**src/adcCfg_consts.svh**
```systemverilog
`ifndef ADC_CFG_CONSTS_SVH
`define ADC_CFG_CONSTS_SVH

////////////////////
// widths
`define ADC_WORD_W      32 // bits per serial register word
`define ADC_ENTRY_W     4  // rom index
`define WB_DATA_W       32
`define WB_ADDR_W       2  // word addressed
`define SEQ_COUNT_W     8  // completed sequence counter

////////////////////
// serial timing
`define ADC_SCLK_DIV    16 // clk per sclk period, keep a power of two
`define ADC_WORD_GAP    8  // clk with select high between words

////////////////////
// bus map
`define WB_ADDR_CMD     0
`define WB_ADDR_STATUS  1
`define CMD_INIT_BIT    0
`define CMD_DES_EN_BIT  1
`define CMD_DES_DIS_BIT 2
`define STAT_BUSY_BIT   0
`define STAT_DONE_BIT   1
`define STAT_REJECT_BIT 2
`define STAT_COUNT_LSB  8 // count field is 15:8

// sequence codes, decode to sequencer
`define SEQ_KIND_INIT    2'd0
`define SEQ_KIND_DES_EN  2'd1
`define SEQ_KIND_DES_DIS 2'd2

// adc register words, address in the top bits
`define ADC_ROM_0 32'h0001_B2FF
`define ADC_ROM_1 32'h0011_07FF
`define ADC_ROM_2 32'h0021_0000
`define ADC_ROM_3 32'h0031_007F
`define ADC_ROM_4 32'h0041_0000
`define ADC_ROM_5 32'h0051_807F // des off
`define ADC_ROM_6 32'h0061_0000
`define ADC_ROM_7 32'h0071_FFFF
`define ADC_ROM_8 32'h0051_C07F // same register as entry 5, des on
`define ADC_ROM_9 32'h0071_0000 // spare

`endif

```
**src/adcCfgPkg.sv**
```systemverilog
`include "adcCfg_consts.svh"

package adcCfgPkg;

	// register word as shifted to the adc
	typedef logic [`ADC_WORD_W-1:0] adcWord_t;
	typedef logic [`ADC_ENTRY_W-1:0] romEntry_t; // rom index

	// wishbone side
	typedef logic [`WB_DATA_W-1:0] wbData_t;
	typedef logic [`WB_ADDR_W-1:0] wbAddr_t;

	typedef logic [`SEQ_COUNT_W-1:0] seqCount_t; // wraps at 255
	typedef logic [1:0] seqKind_t; // one of the SEQ_KIND codes

	// sequencer states
	typedef enum logic [2:0] {
		IDLE,      // waiting for a command
		LOAD,      // first entry and word count set up
		SEND,      // word offered to the shifter
		WAIT_WORD, // shifter busy with the word
		FINISH     // done strobe
	} seqState_t;

endpackage

```
**src/adcCfgRegDecode.sv**
```systemverilog
`timescale 1ns/10ps
`include "adcCfg_consts.svh"

// wishbone classic slave, command and status registers
module adcCfgRegDecode (
	input  logic                clk,
	input  logic                rst,
	input  logic                wbCyc,
	input  logic                wbStb,
	input  logic                wbWe,
	input  adcCfgPkg::wbAddr_t  wbAdr,
	input  adcCfgPkg::wbData_t  wbDatIn,
	output adcCfgPkg::wbData_t  wbDatOut,
	output logic                wbAck,
	input  adcCfgPkg::wbData_t  statusWord,
	output logic                cmdValid,
	output adcCfgPkg::seqKind_t cmdKind,
	output logic                clearReject
);

	logic req;                     // new access, not yet acked
	logic isCmd, isStatus;
	logic cmdHit;                  // some command bit set
	adcCfgPkg::seqKind_t kindNext;

	assign req      = wbCyc & wbStb & ~wbAck; // ack cycle itself is not a new request
	assign isCmd    = (wbAdr == adcCfgPkg::wbAddr_t'(`WB_ADDR_CMD));
	assign isStatus = (wbAdr == adcCfgPkg::wbAddr_t'(`WB_ADDR_STATUS));

	// command priority: init, then des enable, then des disable
	always_comb begin
		cmdHit   = 1'b1;
		kindNext = `SEQ_KIND_DES_DIS;
		if (wbDatIn[`CMD_INIT_BIT])
			kindNext = `SEQ_KIND_INIT;
		else if (wbDatIn[`CMD_DES_EN_BIT])
			kindNext = `SEQ_KIND_DES_EN;
		else if (!wbDatIn[`CMD_DES_DIS_BIT])
			cmdHit = 1'b0; // no bit, no command
	end

	////////////////////
	// control
	always_ff @(posedge clk) begin
		if (rst) begin
			wbAck       <= 1'b0;
			cmdValid    <= 1'b0;
			clearReject <= 1'b0;
		end else begin
			wbAck       <= req; // one clock after the request
			cmdValid    <= req & wbWe & isCmd & cmdHit;
			clearReject <= req & wbWe & isStatus & wbDatIn[`STAT_REJECT_BIT];
		end
	end

	// read data and kind, valid only alongside ack / cmdValid
	always_ff @(posedge clk) begin
		cmdKind  <= kindNext;
		wbDatOut <= (req & ~wbWe & isStatus) ? statusWord : '0; // cmd reads as zero
	end

	// host drops the strobe once it has seen the ack
	strobeAfterAck: assert property (@(posedge clk) disable iff (rst) wbAck |=> !wbStb);

endmodule

```
**src/adcCfgRom.sv**
```systemverilog
`timescale 1ns/10ps
`include "adcCfg_consts.svh"

// fixed table of adc register words
module adcCfgRom (
	input  adcCfgPkg::romEntry_t entry,
	output adcCfgPkg::adcWord_t  word
);

	always_comb begin
		case (entry)
			4'd0:    word = `ADC_ROM_0;
			4'd1:    word = `ADC_ROM_1;
			4'd2:    word = `ADC_ROM_2;
			4'd3:    word = `ADC_ROM_3;
			4'd4:    word = `ADC_ROM_4;
			4'd5:    word = `ADC_ROM_5; // also used by des disable
			4'd6:    word = `ADC_ROM_6;
			4'd7:    word = `ADC_ROM_7;
			4'd8:    word = `ADC_ROM_8; // des enable
			4'd9:    word = `ADC_ROM_9;
			default: word = '0; // unused slots
		endcase
	end

endmodule

```
**src/adcCfgSequencer.sv**
```systemverilog
`timescale 1ns/10ps
`include "adcCfg_consts.svh"

// walks rom entries of one sequence and feeds the shifter
module adcCfgSequencer (
	input  logic                clk,
	input  logic                rst,
	input  logic                cmdValid,
	input  adcCfgPkg::seqKind_t cmdKind,
	input  logic                wordDone,
	output logic                wordValid,
	output adcCfgPkg::adcWord_t word,
	output logic                busy,
	output logic                seqDone
);

	adcCfgPkg::seqState_t state;
	adcCfgPkg::seqKind_t  kindReg;   // latched command kind
	adcCfgPkg::romEntry_t entry;     // current rom index
	logic [3:0]           wordsLeft; // including the one in flight

	// rom output goes straight to the shifter, entry is stable in SEND
	adcCfgRom i_adcCfgRom (
		.entry (entry),
		.word  (word)
	);

	always_ff @(posedge clk) begin
		if (rst) begin
			state     <= adcCfgPkg::IDLE;
			kindReg   <= `SEQ_KIND_INIT;
			entry     <= '0;
			wordsLeft <= '0;
			wordValid <= 1'b0;
			busy      <= 1'b0;
			seqDone   <= 1'b0;
		end else begin
			wordValid <= 1'b0;
			seqDone   <= 1'b0;
			case (state)
				adcCfgPkg::IDLE: begin
					if (cmdValid) begin // busy is low here, command taken
						kindReg <= cmdKind;
						busy    <= 1'b1;
						state   <= adcCfgPkg::LOAD;
					end
				end
				adcCfgPkg::LOAD: begin
					case (kindReg)
						`SEQ_KIND_INIT: begin // full write, entries 0..7
							entry     <= adcCfgPkg::romEntry_t'(0);
							wordsLeft <= 4'd8;
						end
						`SEQ_KIND_DES_EN: begin
							entry     <= adcCfgPkg::romEntry_t'(8);
							wordsLeft <= 4'd1;
						end
						default: begin // des disable, resend entry 5
							entry     <= adcCfgPkg::romEntry_t'(5);
							wordsLeft <= 4'd1;
						end
					endcase
					wordValid <= 1'b1; // high during SEND
					state     <= adcCfgPkg::SEND;
				end
				adcCfgPkg::SEND: state <= adcCfgPkg::WAIT_WORD; // shifter took the word
				adcCfgPkg::WAIT_WORD: begin
					if (wordDone) begin
						if (wordsLeft == 4'd1) begin
							seqDone <= 1'b1; // one clock after the last wordDone
							state   <= adcCfgPkg::FINISH;
						end else begin
							entry     <= entry + 1'b1;
							wordsLeft <= wordsLeft - 1'b1;
							wordValid <= 1'b1;
							state     <= adcCfgPkg::SEND;
						end
					end
				end
				adcCfgPkg::FINISH: begin
					busy  <= 1'b0;
					state <= adcCfgPkg::IDLE;
				end
				default: state <= adcCfgPkg::IDLE;
			endcase
		end
	end

	// shifter only finishes a word the sequencer is waiting on
	wordDoneInWait: assert property (@(posedge clk) disable iff (rst)
		wordDone |-> state == adcCfgPkg::WAIT_WORD);

endmodule

```
**src/adcCfgStatus.sv**
```systemverilog
`timescale 1ns/10ps
`include "adcCfg_consts.svh"

// busy, done, reject and sequence count behind the status register
module adcCfgStatus (
	input  logic               clk,
	input  logic               rst,
	input  logic               cmdValid,
	input  logic               busy,
	input  logic               seqDone,
	input  logic               clearReject,
	output adcCfgPkg::wbData_t statusWord
);

	logic                 doneFlag;
	logic                 rejectFlag; // sticky until cleared by the host
	adcCfgPkg::seqCount_t seqCount;

	always_ff @(posedge clk) begin
		if (rst) begin
			doneFlag   <= 1'b0;
			rejectFlag <= 1'b0;
			seqCount   <= '0;
		end else begin
			if (seqDone)
				doneFlag <= 1'b1;
			else if (cmdValid && !busy)
				doneFlag <= 1'b0; // next command accepted
			if (cmdValid && busy)
				rejectFlag <= 1'b1; // a new reject wins over a clear
			else if (clearReject)
				rejectFlag <= 1'b0;
			if (seqDone)
				seqCount <= seqCount + 1'b1; // wraps at 255
		end
	end

	// pack status fields
	always_comb begin
		statusWord                   = '0;
		statusWord[`STAT_BUSY_BIT]   = busy;
		statusWord[`STAT_DONE_BIT]   = doneFlag;
		statusWord[`STAT_REJECT_BIT] = rejectFlag;
		statusWord[`STAT_COUNT_LSB +: `SEQ_COUNT_W] = seqCount;
	end

endmodule

```
**src/adcCfgTop.sv**
```systemverilog
`timescale 1ns/10ps

module adcCfgTop (
	input  logic               clk,
	input  logic               rst,
	input  logic               wbCyc,
	input  logic               wbStb,
	input  logic               wbWe,
	input  adcCfgPkg::wbAddr_t wbAdr,
	input  adcCfgPkg::wbData_t wbDatIn,
	output adcCfgPkg::wbData_t wbDatOut,
	output logic               wbAck,
	output logic               sclk,
	output logic               sdata,
	output logic               select,
	output logic               done
);

	adcCfgPkg::wbData_t  statusWord;
	adcCfgPkg::seqKind_t cmdKind;
	adcCfgPkg::adcWord_t word;
	logic cmdValid, clearReject, busy;
	logic wordValid, wordDone;

	adcCfgRegDecode i_adcCfgRegDecode (
		.clk(clk), .rst(rst),
		.wbCyc(wbCyc), .wbStb(wbStb), .wbWe(wbWe), .wbAdr(wbAdr),
		.wbDatIn(wbDatIn), .wbDatOut(wbDatOut), .wbAck(wbAck),
		.statusWord(statusWord),
		.cmdValid(cmdValid), .cmdKind(cmdKind), .clearReject(clearReject)
	);

	adcCfgSequencer i_adcCfgSequencer (
		.clk(clk), .rst(rst),
		.cmdValid(cmdValid), .cmdKind(cmdKind),
		.wordDone(wordDone), .wordValid(wordValid), .word(word),
		.busy(busy), .seqDone(done) // seqDone is the top level strobe
	);

	adcSerialShifter i_adcSerialShifter (
		.clk(clk), .rst(rst),
		.wordValid(wordValid), .word(word),
		.sclk(sclk), .sdata(sdata), .select(select), .wordDone(wordDone)
	);

	adcCfgStatus i_adcCfgStatus (
		.clk(clk), .rst(rst),
		.cmdValid(cmdValid), .busy(busy), .seqDone(done),
		.clearReject(clearReject), .statusWord(statusWord)
	);

endmodule

```
**src/adcSerialShifter.sv**
```systemverilog
`timescale 1ns/10ps
`include "adcCfg_consts.svh"

// msb first shifter with sclk divider and select framing
module adcSerialShifter (
	input  logic                clk,
	input  logic                rst,
	input  logic                wordValid,
	input  adcCfgPkg::adcWord_t word,
	output logic                sclk,
	output logic                sdata,
	output logic                select,   // active low
	output logic                wordDone
);

	localparam int DIV_W = $clog2(`ADC_SCLK_DIV);
	localparam int BIT_W = $clog2(`ADC_WORD_W);
	localparam int GAP_W = $clog2(`ADC_WORD_GAP + 1);

	logic [DIV_W-1:0]    divCnt;   // position inside one sclk period
	logic [BIT_W-1:0]    bitCnt;   // bits still to go after the current one
	logic [GAP_W-1:0]    gapCnt;
	logic                inGap;
	logic                periodEnd;
	adcCfgPkg::adcWord_t shiftReg;

	assign periodEnd = ~select & (&divCnt); // divider is a power of two
	assign sclk      = divCnt[DIV_W-1];     // rises mid period
	assign sdata     = shiftReg[`ADC_WORD_W-1];

	////////////////////
	// framing
	always_ff @(posedge clk) begin
		if (rst) begin
			select   <= 1'b1;
			inGap    <= 1'b0;
			wordDone <= 1'b0;
			divCnt   <= '0;
			bitCnt   <= '0;
			gapCnt   <= '0;
		end else begin
			wordDone <= 1'b0;
			if (wordValid) begin
				select <= 1'b0; // start of the first bit period
				divCnt <= '0;
				bitCnt <= BIT_W'(`ADC_WORD_W - 1);
			end else if (!select) begin
				divCnt <= divCnt + 1'b1; // wraps back to 0 at period end
				if (periodEnd) begin
					if (bitCnt == '0) begin // last bit out
						select <= 1'b1;
						inGap  <= 1'b1;
						gapCnt <= GAP_W'(`ADC_WORD_GAP - 1);
					end else
						bitCnt <= bitCnt - 1'b1;
				end
			end else if (inGap) begin
				if (gapCnt == '0) begin
					inGap    <= 1'b0;
					wordDone <= 1'b1;
				end else
					gapCnt <= gapCnt - 1'b1;
			end
		end
	end

	// data path, sdata moves while sclk is low
	always_ff @(posedge clk) begin
		if (wordValid)
			shiftReg <= word;
		else if (periodEnd)
			shiftReg <= {shiftReg[`ADC_WORD_W-2:0], 1'b0};
	end

	// sequencer waits for wordDone, so a new word only comes with select high
	noWordWhileSending: assert property (@(posedge clk) disable iff (rst)
		wordValid |-> select);

endmodule

```
**config.mk**
```make
export PLATFORM = sky130hd
export DESIGN_NAME = adcCfgTop
export DESIGN_NICKNAME = d
export VERILOG_FILES = /design/src/adcCfgPkg.sv /design/src/adcCfgRegDecode.sv /design/src/adcCfgRom.sv /design/src/adcCfgSequencer.sv /design/src/adcCfgStatus.sv /design/src/adcCfgTop.sv /design/src/adcSerialShifter.sv
export VERILOG_INCLUDE_DIRS = /design/src
export SDC_FILE = /design/constraint.sdc
export NUM_CORES = 1
export LEC_CHECK = 0
export BUFFER_PORTS_ARGS = -buffer_cell sky130_fd_sc_hd__clkbuf_2
export CAP_MARGIN = 0
export CORE_ASPECT_RATIO = 2
export CORE_MARGIN = 4
export CORE_UTILIZATION = 35
export CTS_BUF_LIST = sky130_fd_sc_hd__clkbuf_4 sky130_fd_sc_hd__clkbuf_8
export DETAILED_ROUTE_END_ITERATION = 10
export SYNTH_ARGS = -nofsm -noshare
export SYNTH_HDL_FRONTEND = slang
export SYNTH_HIERARCHICAL = 1
export SYNTH_SLANG_ARGS = --single-unit
```
**constraint.sdc**
```tcl
create_clock -name clk -period 2.4 [get_ports clk]
set_input_delay 0.48 -clock clk [delete_from_list [all_inputs] [get_ports clk]]
set_output_delay 0.48 -clock clk [all_outputs]
set_load 0.005 [all_outputs]
```
==> qor.txt <==
RD Place Congestion: 0.8215
CP Buf/Inv Count: 1
Die Span Y: 180.3 um
Area of the multi-input gates: 2077 um^2
Setup TNS Final: 0 ns
Share of layout cells above drive strength 1: 27.24%
Vias in the first global route: 3364
Actual slew at the worst max-slew pin: 0.6027 ns
Slowest-stage cell, CP: or3b_2
Fillers: 1513
Pre-CTS setup slack: 0.6023 ns
DR vias: 3253
Max Freq: 0.5508 GHz
H-tree levels: 3
Crit Path Category: reg -> reg
Final WS setup: 0.5844 ns
Reg2reg path depth: 6
DR iter-0 viols: 160
DIE AREA: 16980 um^2
Total core area: 14430 um^2
Worst-path clk slew: 0.11 ns
Yosys warnings: 6
Area Growth Syn to Fin: 5.634%
Arr. time, crit path: 2.05 ns
Final period util: 75.65%
# IOs: 76
Main synth FF type: dfxtp_1
Levels on crit path: 6
Hold Crit Class: in -> reg
P per Cell Area: 567.3 nW/um^2
Final Util: 38.04%
Sink Count: 111
Asr flop ratio synth: 0%
WHS Path Cells: 2
Total track usage: 10.84%
Maximum VDD drop: 0.0003425 V
ANT nets after route: 0
Worst hold slack: 0.2926 ns
Final Hold Vio Count: 0
ANT cells: 0
Postcts setup bufs: 0
# rows: 62
Pwr Total: 3.114 mW
Reg area: 2542 um^2
Cell breakdown of the critical path: inv_1 -> ha_1 -> or3b_2 -> and4_1 -> o21ai_0 -> a21oi_1
Post-CTS Hold Buffers: 0
Crit. End Element: flop
CTS Buffer Depth: 2
Leakage: 1.933 nW
Num CTS Buffers: 9
Proportion of synthesized chip area in sequential cells: 48.93%
WL per Instance: 12.58 um
Average size of a mapped cell: 10.78 um^2
DRT Pass-1 Iters: 4
Starting density of the core: 36.01%
Slew HR: 59.39%
Post-DP HPWL: 6409 um
Status: complete, no violations
GR Overflow Total: 0
Cell Area, Synth: 5196 um^2
CTS tree: built
Final Max Slew Viols: 0
Final setup fails: 0
Max Cap Viol: 0
Number of flops mapped to enable cells by yosys: 32
Vias per cell: 4.608
Clock Latency Late Sink: 0.37 ns
CTS Root Cell: clkbuf_8
CP required: 2.64 ns
Maximum number of pins on one net before global-route repair: 35
Resize count post-CTS: 0
Layout net count: 555
DIE WIDTH: 94.16 um
Worst Clk Skew: 0.01518 ns
CP startpoint kind: flop
Port-buffer cells: 46
CP top delay family: simple AND/OR/NAND/NOR gates
RSZ-0062 raised after global routing: false
Initial antenna violation count: 0
Post-synthesis cell type count: 62
First-pass GRT wire length: 15110 um
Crit path max fanout: 6
CP peak stage delay: 0.55 ns
Mapped Cells: 482
Min Tclk post-route: 1.816 ns
Synthesized flop and latch total: 111
Post-route DRC: 0
Final WL: 8885 um
## logic make-up (layout without fill, tap and decap cells)
| family | count (synthesis) | count (layout) | synth area share, % |
|---|---|---|---|
| AND/OR/NAND/NOR | 147 | 147 | 19.29 |
| buffers and inverters | 113 | 114 | 13.34 |
| XOR/XNOR | 10 | 10 | 1.685 |
| AO/OA/AOI/OAI | 55 | 55 | 7.031 |
| adder cells (fa/ha/maj) | 7 | 7 | 1.685 |
| flip-flops | 111 | 111 | 48.93 |
| multiplexers | 37 | 37 | 7.898 |
| other | 2 | 33 | 0.1445 |
## state kept, by name, summed over array words and instances, names as in the netlist, 2 cells and up
| register | count |
|---|---|
| i_adcCfgRegDecode/wbDatOut | 32 |
| i_adcSerialShifter/shiftReg | 32 |
| i_adcCfgStatus/seqCount | 8 |
| i_adcSerialShifter/bitCnt | 5 |
| i_adcCfgSequencer/entry | 4 |
| i_adcCfgSequencer/wordsLeft | 4 |
| i_adcSerialShifter/divCnt | 4 |
| i_adcSerialShifter/gapCnt | 4 |
| i_adcCfgSequencer/state | 3 |
| i_adcCfgRegDecode/cmdKind | 2 |
| i_adcCfgSequencer/kindReg | 2 |
## metal layers
layer,GRT usage (%),wire length [um],up-vias
li1,-,-,1632
met5,0,0,-
met4,4.803,222,0
met2,19.85,4849,68
met3,2.131,283,18
met1,11.66,3530,1535
## worst register-to-register path: cells and delay by family, from the launching register on
| kind | cells | cell delay [ns] |
|---|---|---|
| simple gates | 2 | 0.79 |
| compound gates | 2 | 0.25 |
| fa+ha+maj | 1 | 0.22 |
| buf+inv | 1 | 0.09 |
| flops | 1 | 0.34 |
## cells in the mapped netlist, types with 4 or more instances
cell type	n	share of area, %
a21oi_1	21	2.0
buf_2	4	0.39
buf_4	46	6.6
buf_6	5	1.1
clkbuf_1	7	0.51
dfxtp_1	79	30
edfxtp_1	32	18
ha_1	7	1.7
inv_1	46	3.3
mux2_2	32	6.9
mux2i_1	5	0.96
nand2_1	18	1.3
nand2b_1	5	0.60
nand3_1	6	0.58
nand3b_1	6	0.87
nand4_1	4	0.48
nor2_1	26	1.9
nor2b_1	4	0.48
nor3_1	10	0.96
nor3_2	27	5.2
nor4_1	6	0.72
o21ai_0	11	1.1
o31ai_1	4	0.58
or3_1	8	0.96
xnor2_1	5	0.84
xor2_1	5	0.84
## power by group
| group | leakage, nW | internal (mW) | switching (mW) |
|---|---|---|---|
| Combinational | 0.912 | 0.0365 | 0.0752 |
| Sequential | 0.925 | 1.93 | 0.00858 |
| Clock | 0.0956 | 0.401 | 0.664 |
| Total | 1.93 | 2.37 | 0.748 |
## path summary, 6_finish.rpt
kind	from	to	slack [ns]
setup / recovery	i_adcCfgSequencer/wordsLeft[1]	i_adcCfgSequencer/wordsLeft[0]	0.58
hold / removal	wbAdr[0]	i_adcCfgRegDecode/cmdValid	0.29
setup reg to reg	i_adcCfgSequencer/wordsLeft[1]	i_adcCfgSequencer/wordsLeft[0]	0.58
hold reg to reg	i_adcCfgStatus/rejectFlag	i_adcCfgRegDecode/wbDatOut[2]	0.46
## layout make-up
cell class                      instances  area share [%]
Sequential cell                       111           46.32
Multi-Input combinational cell        289           37.84
Timing Repair Buffer                   51           4.878
Tap cell                              192           4.377
Inverter                               47           3.214
Clock buffer                            9           2.257
Clock inverter                          7           1.117
## layout by cell type (no fill, tap or decap), types with 3 or more instances in the layout
cell	synthesis	layout
dfxtp_1	79	79
inv_1	46	46
clkbuf_2	0	46
conb_1	2	33
mux2_2	32	32
edfxtp_1	32	32
nor3_2	27	27
nor2_1	26	26
a21oi_1	21	21
nand2_1	18	18
o21ai_0	11	11
nor3_1	10	10
clkbuf_8	0	9
or3_1	8	8
ha_1	7	7
nand3b_1	6	6
nor4_1	6	6
nand3_1	6	6
inv_6	0	5
buf_4	46	5
nand2b_1	5	5
mux2i_1	5	5
xnor2_1	5	5
xor2_1	5	5
nor2b_1	4	4
o31ai_1	4	4
nand4_1	4	4
or3b_2	2	3
nor3_4	3	3
nand4b_1	3	3
a41o_1	3	3
## through the flow
stage	std cells	cell area, um^2
floorplan	513	5313
global placement	690	5304
detailed placement	690	5304
CTS	706	5489
global route	706	5489
finish	706	5489
No activity file was read; power rests on OpenSTA's default activity.
